--- src/hw/im2col_pkg.sv ---
// -----------------------------------------------
// Shared widths and types of the im2col parameter
// generator. Elements are 4 bytes wide and only
// stride 1 is supported.
// -----------------------------------------------
`default_nettype none

package im2col_pkg;

  localparam int unsigned PTR_W           = 32;  // Byte address width.
  localparam int unsigned SIZE_W          = 16;  // Transfer sizes and patch counts.
  localparam int unsigned IDX_W           = 32;  // Element index width.
  localparam int unsigned ELEM_BYTES_LOG2 = 2;

  typedef logic [PTR_W-1:0]  ptr_t;
  typedef logic [SIZE_W-1:0] size_t;
  typedef logic [IDX_W-1:0]  idx_t;

  // Descriptor sequencer phases.
  typedef enum logic [3:0] {
    IDLE,
    PRECOMP,
    COND_EVAL,
    ZEROS_1,
    ZEROS_2,
    ZEROS_3,
    INDEX_1,
    INDEX_2,
    INDEX_3,
    PUSH,
    OUT_PTR_UPDATE,
    OFFSET_UPDATE
  } seq_state_e;

endpackage

`default_nettype wire

--- src/hw/conv_cfg_if.sv ---
// -----------------------------------------------
// Convolution configuration bundle. All fields
// must stay stable from start until done.
// -----------------------------------------------
`default_nettype none

interface conv_cfg_if
  import im2col_pkg::*;
#(
  parameter int unsigned DIM_W = 8
);

  ptr_t             src_ptr, dst_ptr;
  size_t            iw, ih;                  // Image size.
  size_t            n_patches_w, n_patches_h;
  logic [DIM_W-1:0] fw, fh;                  // Filter size.
  logic [DIM_W-1:0] num_ch, batch, ch_col;
  logic [DIM_W-1:0] pad_left, pad_right, pad_top, pad_bottom;

  modport src (
    output src_ptr, dst_ptr, iw, ih, n_patches_w, n_patches_h,
    output fw, fh, num_ch, batch, ch_col, pad_left, pad_right, pad_top, pad_bottom
  );

  modport snk (
    input src_ptr, dst_ptr, iw, ih, n_patches_w, n_patches_h,
    input fw, fh, num_ch, batch, ch_col, pad_left, pad_right, pad_top, pad_bottom
  );

endinterface

`default_nettype wire

--- src/hw/patch_pos_if.sv ---
// -----------------------------------------------
// Current window position from the loop counters.
// -----------------------------------------------
`default_nettype none

interface patch_pos_if #(
  parameter int unsigned DIM_W = 8
);

  logic [DIM_W-1:0] w_offset;
  logic [DIM_W-1:0] h_offset;
  logic [DIM_W-1:0] im_c;       // Input channel.
  logic [DIM_W-1:0] batch_idx;

  modport drv (output w_offset, h_offset, im_c, batch_idx);

  modport rcv (input w_offset, h_offset, im_c, batch_idx);

endinterface

`default_nettype wire

--- src/hw/addr_pipeline.sv ---
// -----------------------------------------------
// Source index pipeline and pointer generation.
// Four free-running stages; the result is valid
// four cycles after the position settles.
// -----------------------------------------------
`default_nettype none

module addr_pipeline
  import im2col_pkg::*;
(
  input  logic     clk_i,
  input  logic     rst_ni,
  input  logic     pipe_clr_i,
  input  logic     out_ptr_step_i,
  input  logic     out_ptr_load_i,
  input  size_t    zeros_left_i,
  input  size_t    zeros_top_i,
  conv_cfg_if.snk  cfg,
  patch_pos_if.rcv pos,
  output ptr_t     in_ptr_o,
  output ptr_t     out_ptr_o
);

  idx_t row_off, col_off;  // Signed offsets, two's complement.
  idx_t idx_s1_q, idx_s2_q, idx_s3_q, idx_s4_q;
  idx_t index;
  ptr_t out_inc;

  assign row_off = IDX_W'(pos.h_offset) - IDX_W'(cfg.pad_top);
  assign col_off = IDX_W'(pos.w_offset) - IDX_W'(cfg.pad_left);

  // ---------------------------------------------
  // Index stages.
  // ---------------------------------------------
  always_ff @(posedge clk_i or negedge rst_ni) begin
    if (!rst_ni) begin
      idx_s1_q <= '0;
      idx_s2_q <= '0;
      idx_s3_q <= '0;
      idx_s4_q <= '0;
    end else if (pipe_clr_i) begin
      idx_s1_q <= '0;
      idx_s2_q <= '0;
      idx_s3_q <= '0;
      idx_s4_q <= '0;
    end else begin
      idx_s1_q <= IDX_W'(pos.batch_idx) * IDX_W'(cfg.num_ch) + IDX_W'(pos.im_c);
      idx_s2_q <= idx_s1_q * IDX_W'(cfg.ih);                        // Plane base row.
      idx_s3_q <= idx_s2_q + row_off + IDX_W'(zeros_top_i);         // First valid row.
      idx_s4_q <= idx_s3_q * IDX_W'(cfg.iw) + col_off;
    end
  end

  assign index    = idx_s4_q + IDX_W'(zeros_left_i);
  assign in_ptr_o = cfg.src_ptr + PTR_W'(index << ELEM_BYTES_LOG2);

  // One output patch plane per descriptor.
  assign out_inc = (PTR_W'(cfg.n_patches_h) * PTR_W'(cfg.n_patches_w)) << ELEM_BYTES_LOG2;

  always_ff @(posedge clk_i or negedge rst_ni) begin
    if (!rst_ni) begin
      out_ptr_o <= '0;
    end else if (out_ptr_load_i) begin
      out_ptr_o <= cfg.dst_ptr;
    end else if (out_ptr_step_i) begin
      out_ptr_o <= out_ptr_o + out_inc;
    end
  end

endmodule

`default_nettype wire

--- src/hw/im2col_param_top.sv ---
// -----------------------------------------------
// im2col parameter generator top level. No
// handshake: a descriptor is pushed on a one-cycle
// strobe, and the FIFO needs one entry of slack.
// Configuration must hold from start until done.
// -----------------------------------------------
`default_nettype none

module im2col_param_top
  import im2col_pkg::*;
#(
  parameter int unsigned DIM_W = 8
) (
  input  logic             clk_i,
  input  logic             rst_ni,
  input  logic             start_i,
  input  logic             fifo_full_i,
  input  ptr_t             src_ptr_i,
  input  ptr_t             dst_ptr_i,
  input  size_t            iw_i,
  input  size_t            ih_i,
  input  size_t            n_patches_w_i,
  input  size_t            n_patches_h_i,
  input  logic [DIM_W-1:0] fw_i,
  input  logic [DIM_W-1:0] fh_i,
  input  logic [DIM_W-1:0] num_ch_i,
  input  logic [DIM_W-1:0] batch_i,
  input  logic [DIM_W-1:0] ch_col_i,
  input  logic [DIM_W-1:0] pad_left_i,
  input  logic [DIM_W-1:0] pad_right_i,
  input  logic [DIM_W-1:0] pad_top_i,
  input  logic [DIM_W-1:0] pad_bottom_i,
  output logic             fifo_push_o,
  output logic             done_o,
  output ptr_t             desc_in_ptr_o,
  output ptr_t             desc_out_ptr_o,
  output size_t            desc_in_inc_d2_o,
  output size_t            desc_size_d1_o,
  output size_t            desc_size_d2_o,
  output logic [DIM_W-1:0] desc_zeros_left_o,
  output logic [DIM_W-1:0] desc_zeros_right_o,
  output logic [DIM_W-1:0] desc_zeros_top_o,
  output logic [DIM_W-1:0] desc_zeros_bottom_o
);

  conv_cfg_if  #(.DIM_W(DIM_W)) cfg ();
  patch_pos_if #(.DIM_W(DIM_W)) pos ();

  logic  zeros_clr, zeros_ph1, zeros_ph2;
  logic  batch_inc, batch_clr, pos_step;
  logic  out_ptr_step, out_ptr_load, pipe_clr;
  logic  batch_last, run_last;
  size_t zeros_left_ext, zeros_top_ext;

  // ---------------------------------------------
  // Configuration bus.
  // ---------------------------------------------
  assign cfg.src_ptr     = src_ptr_i;
  assign cfg.dst_ptr     = dst_ptr_i;
  assign cfg.iw          = iw_i;
  assign cfg.ih          = ih_i;
  assign cfg.n_patches_w = n_patches_w_i;
  assign cfg.n_patches_h = n_patches_h_i;
  assign cfg.fw          = fw_i;
  assign cfg.fh          = fh_i;
  assign cfg.num_ch      = num_ch_i;
  assign cfg.batch       = batch_i;
  assign cfg.ch_col      = ch_col_i;
  assign cfg.pad_left    = pad_left_i;
  assign cfg.pad_right   = pad_right_i;
  assign cfg.pad_top     = pad_top_i;
  assign cfg.pad_bottom  = pad_bottom_i;

  assign zeros_left_ext = size_t'(desc_zeros_left_o);
  assign zeros_top_ext  = size_t'(desc_zeros_top_o);

  param_sequencer i_seq (
    .clk_i, .rst_ni, .start_i, .fifo_full_i,
    .batch_last_i   (batch_last),
    .run_last_i     (run_last),
    .fifo_push_o, .done_o,
    .zeros_clr_o    (zeros_clr),
    .zeros_ph1_o    (zeros_ph1),
    .zeros_ph2_o    (zeros_ph2),
    .batch_inc_o    (batch_inc),
    .batch_clr_o    (batch_clr),
    .pos_step_o     (pos_step),
    .out_ptr_step_o (out_ptr_step),
    .out_ptr_load_o (out_ptr_load),
    .pipe_clr_o     (pipe_clr)
  );

  window_counter #(.DIM_W(DIM_W)) i_win (
    .clk_i, .rst_ni,
    .batch_inc_i  (batch_inc),
    .batch_clr_i  (batch_clr),
    .pos_step_i   (pos_step),
    .cfg          (cfg),
    .pos          (pos),
    .batch_last_o (batch_last),
    .run_last_o   (run_last)
  );

  pad_calc #(.DIM_W(DIM_W)) i_pad (
    .clk_i, .rst_ni,
    .zeros_clr_i    (zeros_clr),
    .zeros_ph1_i    (zeros_ph1),
    .zeros_ph2_i    (zeros_ph2),
    .cfg            (cfg),
    .pos            (pos),
    .zeros_left_o   (desc_zeros_left_o),
    .zeros_right_o  (desc_zeros_right_o),
    .zeros_top_o    (desc_zeros_top_o),
    .zeros_bottom_o (desc_zeros_bottom_o),
    .size_d1_o      (desc_size_d1_o),
    .size_d2_o      (desc_size_d2_o),
    .in_inc_d2_o    (desc_in_inc_d2_o)
  );

  addr_pipeline i_addr (
    .clk_i, .rst_ni,
    .pipe_clr_i     (pipe_clr),
    .out_ptr_step_i (out_ptr_step),
    .out_ptr_load_i (out_ptr_load),
    .zeros_left_i   (zeros_left_ext),
    .zeros_top_i    (zeros_top_ext),
    .cfg            (cfg),
    .pos            (pos),
    .in_ptr_o       (desc_in_ptr_o),
    .out_ptr_o      (desc_out_ptr_o)
  );

endmodule

`default_nettype wire

--- src/hw/pad_calc.sv ---
// -----------------------------------------------
// Zero-padding counts and transfer sizes. Stride 1
// only; right and bottom use the plain pad values.
// -----------------------------------------------
`default_nettype none

module pad_calc
  import im2col_pkg::*;
#(
  parameter int unsigned DIM_W = 8
) (
  input  logic             clk_i,
  input  logic             rst_ni,
  input  logic             zeros_clr_i,
  input  logic             zeros_ph1_i,
  input  logic             zeros_ph2_i,
  conv_cfg_if.snk          cfg,
  patch_pos_if.rcv         pos,
  output logic [DIM_W-1:0] zeros_left_o,
  output logic [DIM_W-1:0] zeros_right_o,
  output logic [DIM_W-1:0] zeros_top_o,
  output logic [DIM_W-1:0] zeros_bottom_o,
  output size_t            size_d1_o,
  output size_t            size_d2_o,
  output size_t            in_inc_d2_o
);

  logic [DIM_W-1:0] fw_rem_q, fh_rem_q;  // Distance to the far filter edge.

  always_ff @(posedge clk_i or negedge rst_ni) begin
    if (!rst_ni) begin
      fw_rem_q       <= '0;
      fh_rem_q       <= '0;
      zeros_left_o   <= '0;
      zeros_right_o  <= '0;
      zeros_top_o    <= '0;
      zeros_bottom_o <= '0;
    end else if (zeros_clr_i) begin
      fw_rem_q       <= '0;
      fh_rem_q       <= '0;
      zeros_left_o   <= '0;
      zeros_right_o  <= '0;
      zeros_top_o    <= '0;
      zeros_bottom_o <= '0;
    end else begin
      if (zeros_ph1_i) begin
        fw_rem_q <= cfg.fw - DIM_W'(1) - pos.w_offset;
        fh_rem_q <= cfg.fh - DIM_W'(1) - pos.h_offset;
      end
      if (zeros_ph2_i) begin
        zeros_left_o   <= (cfg.pad_left > pos.w_offset) ? cfg.pad_left - pos.w_offset : '0;
        zeros_top_o    <= (cfg.pad_top > pos.h_offset) ? cfg.pad_top - pos.h_offset : '0;
        zeros_right_o  <= (cfg.pad_right > fw_rem_q) ? cfg.pad_right - fw_rem_q : '0;
        zeros_bottom_o <= (cfg.pad_bottom > fh_rem_q) ? cfg.pad_bottom - fh_rem_q : '0;
      end
    end
  end

  assign size_d1_o   = cfg.n_patches_w - SIZE_W'(zeros_left_o) - SIZE_W'(zeros_right_o);
  assign size_d2_o   = cfg.n_patches_h - SIZE_W'(zeros_top_o) - SIZE_W'(zeros_bottom_o);
  // Jump from the end of one row to the start of the next.
  assign in_inc_d2_o = cfg.iw - (size_d1_o - SIZE_W'(1));

endmodule

`default_nettype wire

--- src/hw/param_sequencer.sv ---
// -----------------------------------------------
// Descriptor sequencer. One descriptor takes nine
// cycles without back-pressure. The FIFO needs one
// entry of slack since full is sampled in INDEX_3.
// -----------------------------------------------
`default_nettype none

module param_sequencer
  import im2col_pkg::*;
(
  input  logic clk_i,
  input  logic rst_ni,
  input  logic start_i,
  input  logic fifo_full_i,
  input  logic batch_last_i,
  input  logic run_last_i,
  output logic fifo_push_o,
  output logic done_o,
  output logic zeros_clr_o,
  output logic zeros_ph1_o,
  output logic zeros_ph2_o,
  output logic batch_inc_o,
  output logic batch_clr_o,
  output logic pos_step_o,
  output logic out_ptr_step_o,
  output logic out_ptr_load_o,
  output logic pipe_clr_o
);

  seq_state_e state_q, state_d;
  logic       done_q;

  always_ff @(posedge clk_i or negedge rst_ni) begin
    if (!rst_ni) begin
      state_q <= IDLE;
      done_q  <= 1'b0;
    end else begin
      state_q <= state_d;
      if (state_q == IDLE && start_i) begin
        done_q <= 1'b0;
      end else if (state_q == OFFSET_UPDATE && run_last_i) begin
        done_q <= 1'b1;                          // Last descriptor already pushed.
      end
    end
  end

  // -----------------------------------------------
  // Next state and per-phase enables.
  // -----------------------------------------------
  always_comb begin
    state_d        = state_q;
    fifo_push_o    = 1'b0;
    zeros_clr_o    = 1'b0;
    zeros_ph1_o    = 1'b0;
    zeros_ph2_o    = 1'b0;
    batch_inc_o    = 1'b0;
    batch_clr_o    = 1'b0;
    pos_step_o     = 1'b0;
    out_ptr_step_o = 1'b0;
    out_ptr_load_o = 1'b0;
    pipe_clr_o     = 1'b0;
    unique case (state_q)
      IDLE: begin
        batch_clr_o    = 1'b1;
        zeros_clr_o    = 1'b1;
        out_ptr_load_o = 1'b1;
        pipe_clr_o     = 1'b1;
        if (start_i) state_d = PRECOMP;
      end
      PRECOMP: begin
        batch_clr_o    = 1'b1;
        zeros_clr_o    = 1'b1;
        out_ptr_load_o = 1'b1;
        state_d        = COND_EVAL;
      end
      COND_EVAL: state_d = ZEROS_1;
      ZEROS_1: begin
        zeros_ph1_o = 1'b1;
        state_d     = ZEROS_2;
      end
      ZEROS_2: begin
        zeros_ph2_o = 1'b1;
        state_d     = ZEROS_3;
      end
      ZEROS_3: state_d = INDEX_1;
      INDEX_1: state_d = INDEX_2;
      INDEX_2: state_d = INDEX_3;
      INDEX_3: begin
        if (!fifo_full_i) state_d = PUSH;        // Hold while the FIFO is full.
      end
      PUSH: begin
        fifo_push_o = 1'b1;
        state_d     = OUT_PTR_UPDATE;
      end
      OUT_PTR_UPDATE: begin
        batch_inc_o    = 1'b1;
        out_ptr_step_o = 1'b1;
        state_d        = batch_last_i ? OFFSET_UPDATE : COND_EVAL;
      end
      OFFSET_UPDATE: begin
        batch_clr_o = 1'b1;
        pos_step_o  = 1'b1;
        state_d     = run_last_i ? IDLE : COND_EVAL;
      end
      default: state_d = IDLE;
    endcase
  end

  assign done_o = done_q;

endmodule

`default_nettype wire

--- src/hw/window_counter.sv ---
// -----------------------------------------------
// Loop counters over window offset, channel,
// channel-column and batch. ch_col is expected to
// equal fw * fh * num_ch.
// -----------------------------------------------
`default_nettype none

module window_counter #(
  parameter int unsigned DIM_W = 8
) (
  input  logic   clk_i,
  input  logic   rst_ni,
  input  logic   batch_inc_i,
  input  logic   batch_clr_i,
  input  logic   pos_step_i,
  conv_cfg_if.snk cfg,
  patch_pos_if.drv pos,
  output logic   batch_last_o,
  output logic   run_last_o
);

  logic [DIM_W-1:0] ch_col_q;
  logic             w_wrap, h_wrap, col_last;

  assign w_wrap   = (pos.w_offset == cfg.fw - DIM_W'(1));
  assign h_wrap   = (pos.h_offset == cfg.fh - DIM_W'(1));
  assign col_last = (ch_col_q == cfg.ch_col - DIM_W'(1));

  assign batch_last_o = (pos.batch_idx == cfg.batch - DIM_W'(1));
  // All batches of the last channel-column have been counted.
  assign run_last_o   = col_last && (pos.batch_idx == cfg.batch);

  always_ff @(posedge clk_i or negedge rst_ni) begin
    if (!rst_ni) begin
      pos.w_offset <= '0;
      pos.h_offset <= '0;
      pos.im_c     <= '0;
      ch_col_q     <= '0;
    end else if (pos_step_i) begin
      if (run_last_o) begin
        pos.w_offset <= '0;                      // Run finished.
        pos.h_offset <= '0;
        pos.im_c     <= '0;
        ch_col_q     <= '0;
      end else begin
        ch_col_q     <= ch_col_q + DIM_W'(1);
        pos.w_offset <= w_wrap ? '0 : pos.w_offset + DIM_W'(1);
        if (w_wrap) begin
          pos.h_offset <= h_wrap ? '0 : pos.h_offset + DIM_W'(1);
          if (h_wrap) pos.im_c <= pos.im_c + DIM_W'(1);  // Every fh * fw steps.
        end
      end
    end
  end

  always_ff @(posedge clk_i or negedge rst_ni) begin
    if (!rst_ni) begin
      pos.batch_idx <= '0;
    end else if (batch_clr_i) begin
      pos.batch_idx <= '0;
    end else if (batch_inc_i) begin
      pos.batch_idx <= pos.batch_idx + DIM_W'(1);
    end
  end

endmodule

`default_nettype wire

--- config.mk ---
export PLATFORM = sky130hd
export DESIGN_NAME = im2col_param_top
export DESIGN_NICKNAME = d
export VERILOG_FILES = /design/src/hw/im2col_pkg.sv /design/src/hw/conv_cfg_if.sv /design/src/hw/patch_pos_if.sv /design/src/hw/addr_pipeline.sv /design/src/hw/im2col_param_top.sv /design/src/hw/pad_calc.sv /design/src/hw/param_sequencer.sv /design/src/hw/window_counter.sv
export SDC_FILE = /design/constraint.sdc
export NUM_CORES = 2
export LEC_CHECK = 0
export BUFFER_PORTS_ARGS = -buffer_cell sky130_fd_sc_hd__buf_2
export CAP_MARGIN = 5
export CORE_MARGIN = 5
export CORE_UTILIZATION = 45
export DETAILED_ROUTE_END_ITERATION = 8
export GPL_TIMING_DRIVEN = 0
export HOLD_SLACK_MARGIN = 0.02
export PLACE_DENSITY = 0.65
export SYNTH_ARGS = -nofsm -noshare
export SYNTH_HDL_FRONTEND = slang
export SYNTH_SLANG_ARGS = --single-unit
--- constraint.sdc ---
create_clock -name clk_i -period 9.62 [get_ports clk_i]
set_clock_uncertainty 0.05 [all_clocks]
set_input_delay 1.924 -clock clk_i [delete_from_list [all_inputs] [get_ports clk_i]]
set_output_delay 1.924 -clock clk_i [all_outputs]
set_load 0.05 [all_outputs]
# ---- Word level (Yosys, flattened, before mapping)
# Index checks and enable logic that the tools add are counted.
dict set report word_totals {
  ff_bits 251
  latch_bits 0
  ramBits 0
  romBits 0
  output_inout_bits 146
  memories 0
}
dict set report op_classes {
  add_sub_neg 30
  n_mul 4
  div 0
  magnitude_cmp 4
  eq_ne 18
  shift 0
  muxes 48
  n_bitwise 0
  n_reduce_logical 16
}
# op count
set op_table {}
lappend op_table {{2-to-1 mux 8 bit} 27}
lappend op_table {{2-to-1 mux 32 bit} 4}
lappend op_table {{adder 32 bit} 3}
lappend op_table {{subtractor 16 x 8 -> 16 bit} 4}
lappend op_table {{case mux 4 bit (12 select lines)} 1}
lappend op_table {{subtractor 8 bit} 6}
lappend op_table {{adder 8 x 1 -> 8 bit, second input constant} 5}
lappend op_table {{== test 8 bit} 5}
lappend op_table {{adder 32 x 8 -> 32 bit} 1}
lappend op_table {{> comparator 8 bit} 4}
lappend op_table {{multiplier 32 x 16 -> 30 bit} 1}
lappend op_table {{multiplier 32 x 16 -> 32 bit} 1}
lappend op_table {{subtractor 8 x 1 -> 8 bit, second input constant} 4}
lappend op_table {{adder 30 bit} 1}
lappend op_table {{adder 30 x 8 -> 30 bit} 1}
lappend op_table {{multiplier 16 x 16 -> 30 bit} 1}
lappend op_table {{2-to-1 mux 30 bit} 1}
lappend op_table {{subtractor 8 x 8 -> 9 bit} 2}
lappend op_table {{adder 16 x 8 -> 17 bit} 1}
lappend op_table {{2-to-1 mux 17 bit} 1}
lappend op_table {{== test 4 x 3 -> 1 bit, second input constant} 4}
lappend op_table {{== test 4 bit, second input constant} 4}
lappend op_table {{multiplier 8 x 8 -> 16 bit} 1}
lappend op_table {{subtractor 16 x 1 -> 16 bit, second input constant} 1}
lappend op_table {{other kinds (14)} 36}

# ---- Depth between registers and ports, before layout
dict set report depth {
  ltp_word 6
  mapped_depth 34
  ltp_nobuf 32
}

# ---- Modules after synthesis
# Synthesis repeated with hierarchy kept, for this count alone.
dict set report unflattened {
  hier_cells 5788
  area_unflattened_um2 50458.4
}
# mod instances cells_per_inst area_each_um2 seq_area_each_um2
set by_module_without_submodules {}
lappend by_module_without_submodules {addr_pipeline 1 4593 40347.4 3478.3}
lappend by_module_without_submodules {pad_calc 1 788 6532.5 1201.2}
lappend by_module_without_submodules {window_counter 1 368 3241.9 1001.0}
lappend by_module_without_submodules {param_sequencer 1 38 332.8 125.1}
lappend by_module_without_submodules {im2col_param_top 1 1 3.8 0.0}

# ---- Worst setup path after synthesis
# No wires, ideal clock.
dict set report synth_timing {
  kind {input -> register}
  from {in n_patches_w_i[1]}
  to {reg i_addr.out_ptr_o[31]}
  setup_ps 118
  arrival_ps 9499
  path_slack_ps -47
  path_stages 30
  n_path_buf 2
  path_cell_list {clkbuf_1 -> clkbuf_1 -> nand2_1 -> fa_1 -> fa_1 -> fa_1 -> fa_1 -> inv_1 -> fa_1 -> inv_1 -> fa_1 -> inv_1 -> ha_1 -> a21o_1 -> a41o_1 -> o311ai_0 -> o211ai_1 -> a21o_1 -> or2_2 -> a21oi_1 -> xnor2_1 -> ha_1 -> a21oi_1 -> nand2_1 -> a2111oi_0 -> o211ai_1 -> a31oi_1 -> o21bai_1 -> xnor3_1 -> a21o_1}
}
dict set report synth_via {
  elab_chain_len 4
}
# element line
set synth_lines {}
lappend synth_lines {{start: declaration} im2col_param_top.sv:22} ;# input size_t n_patches_w_i,
lappend synth_lines {{multiplier 16 x 16 -> 30 bit} addr_pipeline.sv:58} ;# assign out_inc = (PTR_W'(cfg.n_patches_h) * PTR_W'(cfg.n_patches_w)) << ELEM_BYTES_LOG2;
lappend synth_lines {{adder 32 bit} addr_pipeline.sv:66} ;# out_ptr_o <= out_ptr_o + out_inc;
lappend synth_lines {{2-to-1 mux 32 bit} addr_pipeline.sv:65} ;# end else if (out_ptr_step_i) begin
lappend synth_lines {{2-to-1 mux 32 bit} addr_pipeline.sv:63} ;# end else if (out_ptr_load_i) begin
lappend synth_lines {{end signal: assignment} addr_pipeline.sv:64} ;# out_ptr_o <= cfg.dst_ptr;
lappend synth_lines {{end signal: assignment} addr_pipeline.sv:66}
lappend synth_lines {{end: declaration} addr_pipeline.sv:21} ;# output ptr_t out_ptr_o
# No other way between the ends. The select of a mux whose other input is x is not followed.
# A chain may end at the register's enable or synchronous reset.

# ---- Worst setup path after layout
dict set report layout_timing {
  from {in n_patches_h_i[5]}
  to {reg i_addr.out_ptr_o[31]}
}
dict set report layout_via {
  elab_chain_len 4
}
# element line
set layout_lines {}
lappend layout_lines {{start: declaration} im2col_param_top.sv:23} ;# input size_t n_patches_h_i,
lappend layout_lines {{multiplier 16 x 16 -> 30 bit} addr_pipeline.sv:58}
lappend layout_lines {{adder 32 bit} addr_pipeline.sv:66}
lappend layout_lines {{2-to-1 mux 32 bit} addr_pipeline.sv:65}
lappend layout_lines {{2-to-1 mux 32 bit} addr_pipeline.sv:63}
# No other way between the ends. The select of a mux whose other input is x is not followed.

==> results.cfg <==
[hold_path]
hp-class = flip-flop to flip-flop
min_from = i_pad.fh_rem_q[2]

[critical_path]
cp-startpoint = n_patches_h_i[5]
slowest_delay_ns = 0.53
rrSetupSlack_ns = 1.46
start_kind = input port
endpoint_kind = flip-flop
crit_type = input port to flip-flop
crit_required_ns = 10.08
slowest_stage = fa_1
crit_top_cell = fa_1
critPathArrivalTime_ns = 9.85
cp_max_fo = 10
reg2reg_from = i_win.pos.w_offset[0]

[sta]
period_share = 0.9769
hold_violations = 0
worst_slack_ns = 0.2218
rsz0062_at_grt = false
finalCriticalPeriod_ns = 9.398
max_freq_mhz = 106.4
worst_pin_slew_ns = 1.199
report.final.slew_viol_count = 0
hold_ws_ns = 0.4283
setup_viol_count_final = 0
maxSlewHeadroom = 0.1948

[placed_design]
place_ws_ns = -2.064
place_congestion = 0.9336
dpl.hpwl_um = 121600
io_buffers = 331

[floorplanning]
initial_core_util = 0.4542
fp-row-count = 120
die_w_um = 339.2
io-pin-count = 350
dieArea_um2 = 115000
die_h_um = 339.2
coreArea_um2 = 107400

[global_route]
grt_first_pass_wirelength_um = 228000
grt_overflow = 0
antenna_found_initial = 22
grt_max_degree = 116
grt_usage = 0.2495
grt_pass1_vias = 40650

[detailed_routing]
finalWirelength_um = 142900
dr_total_vias = 39210
route.detailed.drc = 0
wl_per_cell_um = 19.42
firstDrtPassIters = 6
routed_via_density = 5.327
initialDrtViolationCount = 2817
antenna_left = 0

[cts]
cts-root-buf = clkbuf_16
numCtsBuffers = 30
ctsHoldBuffers = 0
clk_pin_slew_ns = 0.06
clock_sinks = 232
clk_latency_ns = 0.62
h-tree-depth = 1
cts.path.max_buffers = 3
cts_tree = done

[synthesis]
synth_area_leaders = fa_1, ha_1, dfrtp_1, inv_1, nand2_1
synth_seq_area_share = 0.1191
synth_fp_nets = 7083
synth_edf_count = 0
ys_seq_elements = 232
avgSynthCellArea_um2 = 8.759
yosys.cell_types.count = 81
synth_top_area_frac = 0.3219
ys.flop_type = dfrtp_1
ys_async_sr_fraction = 1.000
yosysWarnings = 0
synth_top_area_cell = fa_1
syn_inst = 5567
synthesis.area_um2 = 48760

[layout]
final_net_count = 7434
layout_common_cells = inv_1, nand2_1, fa_1, ha_1, and2_1
n_fill_cell = 10220
drive_gt1_frac = 0.07810
area_growth_syn_to_layout_pct = 9.764
layout_commonest_cell = inv_1

[job]
drv_cap = 0

[run_status]
outcome = complete, no violations
cell usage after synthesis (5+ instances only):
| cell | count |
|---|---|
| a2111oi_0 | 6 |
| a211o_1 | 8 |
| a211oi_1 | 18 |
| a21boi_0 | 7 |
| a21o_1 | 138 |
| a21oi_1 | 167 |
| a221o_1 | 5 |
| a221oi_1 | 6 |
| a22o_1 | 25 |
| a22oi_1 | 24 |
| a31o_2 | 6 |
| a31oi_1 | 17 |
| a41o_1 | 6 |
| a41oi_1 | 5 |
| and2_1 | 322 |
| and3_1 | 34 |
| buf_1 | 5 |
| clkbuf_1 | 194 |
| dfrtp_1 | 232 |
| fa_1 | 784 |
| ha_1 | 528 |
| inv_1 | 1041 |
| nand2_1 | 787 |
| nand2b_1 | 25 |
| nand3_1 | 64 |
| nand4_1 | 35 |
| nor2_1 | 255 |
| nor2b_1 | 37 |
| nor3_1 | 49 |
| nor4_1 | 13 |
| o211ai_1 | 9 |
| o21a_1 | 32 |
| o21ai_0 | 162 |
| o21bai_1 | 34 |
| o22ai_1 | 7 |
| o31ai_1 | 16 |
| or2_2 | 5 |
| or3_1 | 16 |
| xnor2_1 | 242 |
| xor2_1 | 123 |
per-stage QoR:
stage | area (um2) | setup TNS [ns] | instances | utilization
2_1_floorplan | 48760 | 0 | 5567 | -
3_3_place_gp | 52180 | -13.28 | 7301 | 0.4860
3_5_place_dp | 52270 | -12.12 | 7305 | 0.4869
4_1_cts | 53430 | 0 | 7353 | 0.4977
5_1_grt | 53500 | 0 | 7353 | 0.4984
6_report | 53520 | 0 | 7361 | 0.4985
cell families after synthesis:
group / Yosys count / synth area share
DFF: 232 / 0.1191
buffers and inverters: 1244 / 0.09602
and+or+nand+nor: 1668 / 0.1597
AOI/OAI and AO/OA: 740 / 0.1008
xor gates and xnor gates: 366 / 0.06602
muxes: 5 / 0.001052
adders and majority gates: 1312 / 0.4574
sequential cells by signal (all words and copies together), names as in the netlist, 4 cells and up:
signal	cells
i_addr.idx_s4_q	30
i_pad.zeros_top_o	8
i_win.pos.im_c	8
i_win.pos.h_offset	8
i_pad.zeros_bottom_o	8
i_addr.idx_s1_q	17
i_addr.out_ptr_o	32
i_addr.idx_s2_q	30
i_win.pos.batch_idx	8
i_addr.idx_s3_q	30
i_pad.fh_rem_q	8
i_win.ch_col_q	8
i_pad.fw_rem_q	8
i_pad.zeros_right_o	8
i_pad.zeros_left_o	8
i_win.pos.w_offset	8
i_seq.state_q	4
layer usage:
metal,up-vias,wire length (um),GRT usage
met5,-,73,0
met4,10,4442,0.07268
met3,232,11010,0.04312
met2,1284,65910,0.4122
met1,19540,61510,0.3391
li1,18140,-,-
final cells by class:
class                           count  area, um2  area share
Antenna cell                       17      42.54   0.0007949
Buffer                            185      769.5     0.01438
Clock buffer                       33      792.0     0.01480
Clock inverter                     22      292.8    0.005470
Inverter                         1041       3908     0.07301
Multi-Input combinational cell   4091      38370      0.7169
Sequential cell                   232       5806      0.1085
Tap cell                         1403       1755     0.03280
Timing Repair Buffer              337       1784     0.03334
critical path: cells and delay by family:
| kind | cells | cell delay [ns] |
|---|---|---|
| buffers and inverters | 6 | 0.62 |
| AO/OA/AOI/OAI | 13 | 2.60 |
| AND/OR/NAND/NOR | 3 | 0.61 |
| XOR/XNOR | 2 | 0.61 |
| adder cells (fa/ha/maj) | 8 | 3.48 |
path summary, 6_finish.rpt:
check | to | cells past startpoint
worst max register to register | i_addr.idx_s4_q[28] | 24
worst max-delay path | i_addr.out_ptr_o[31] | 32
worst min register to register | i_pad.fh_rem_q[2] | 2
worst min-delay path | i_pad.fh_rem_q[2] | 2
max in group asynchronous | i_addr.idx_s4_q[22] | 3
min in group asynchronous | i_addr.out_ptr_o[1] | 1
what timing repair did:
| action | 4_1_cts | 5_1_grt |
|---|---|---|
| hold endpoints to repair | 0 | 0 |
| buffers inserted | 2 | 0 |
| pin swaps | 2 | 3 |
| resized for setup | 39 | 46 |
| setup endpoints to repair | 8 | 2 |
Power is not shown: default switching activity piles up to over one toggle a cycle in this logic, so the estimate is an artifact.
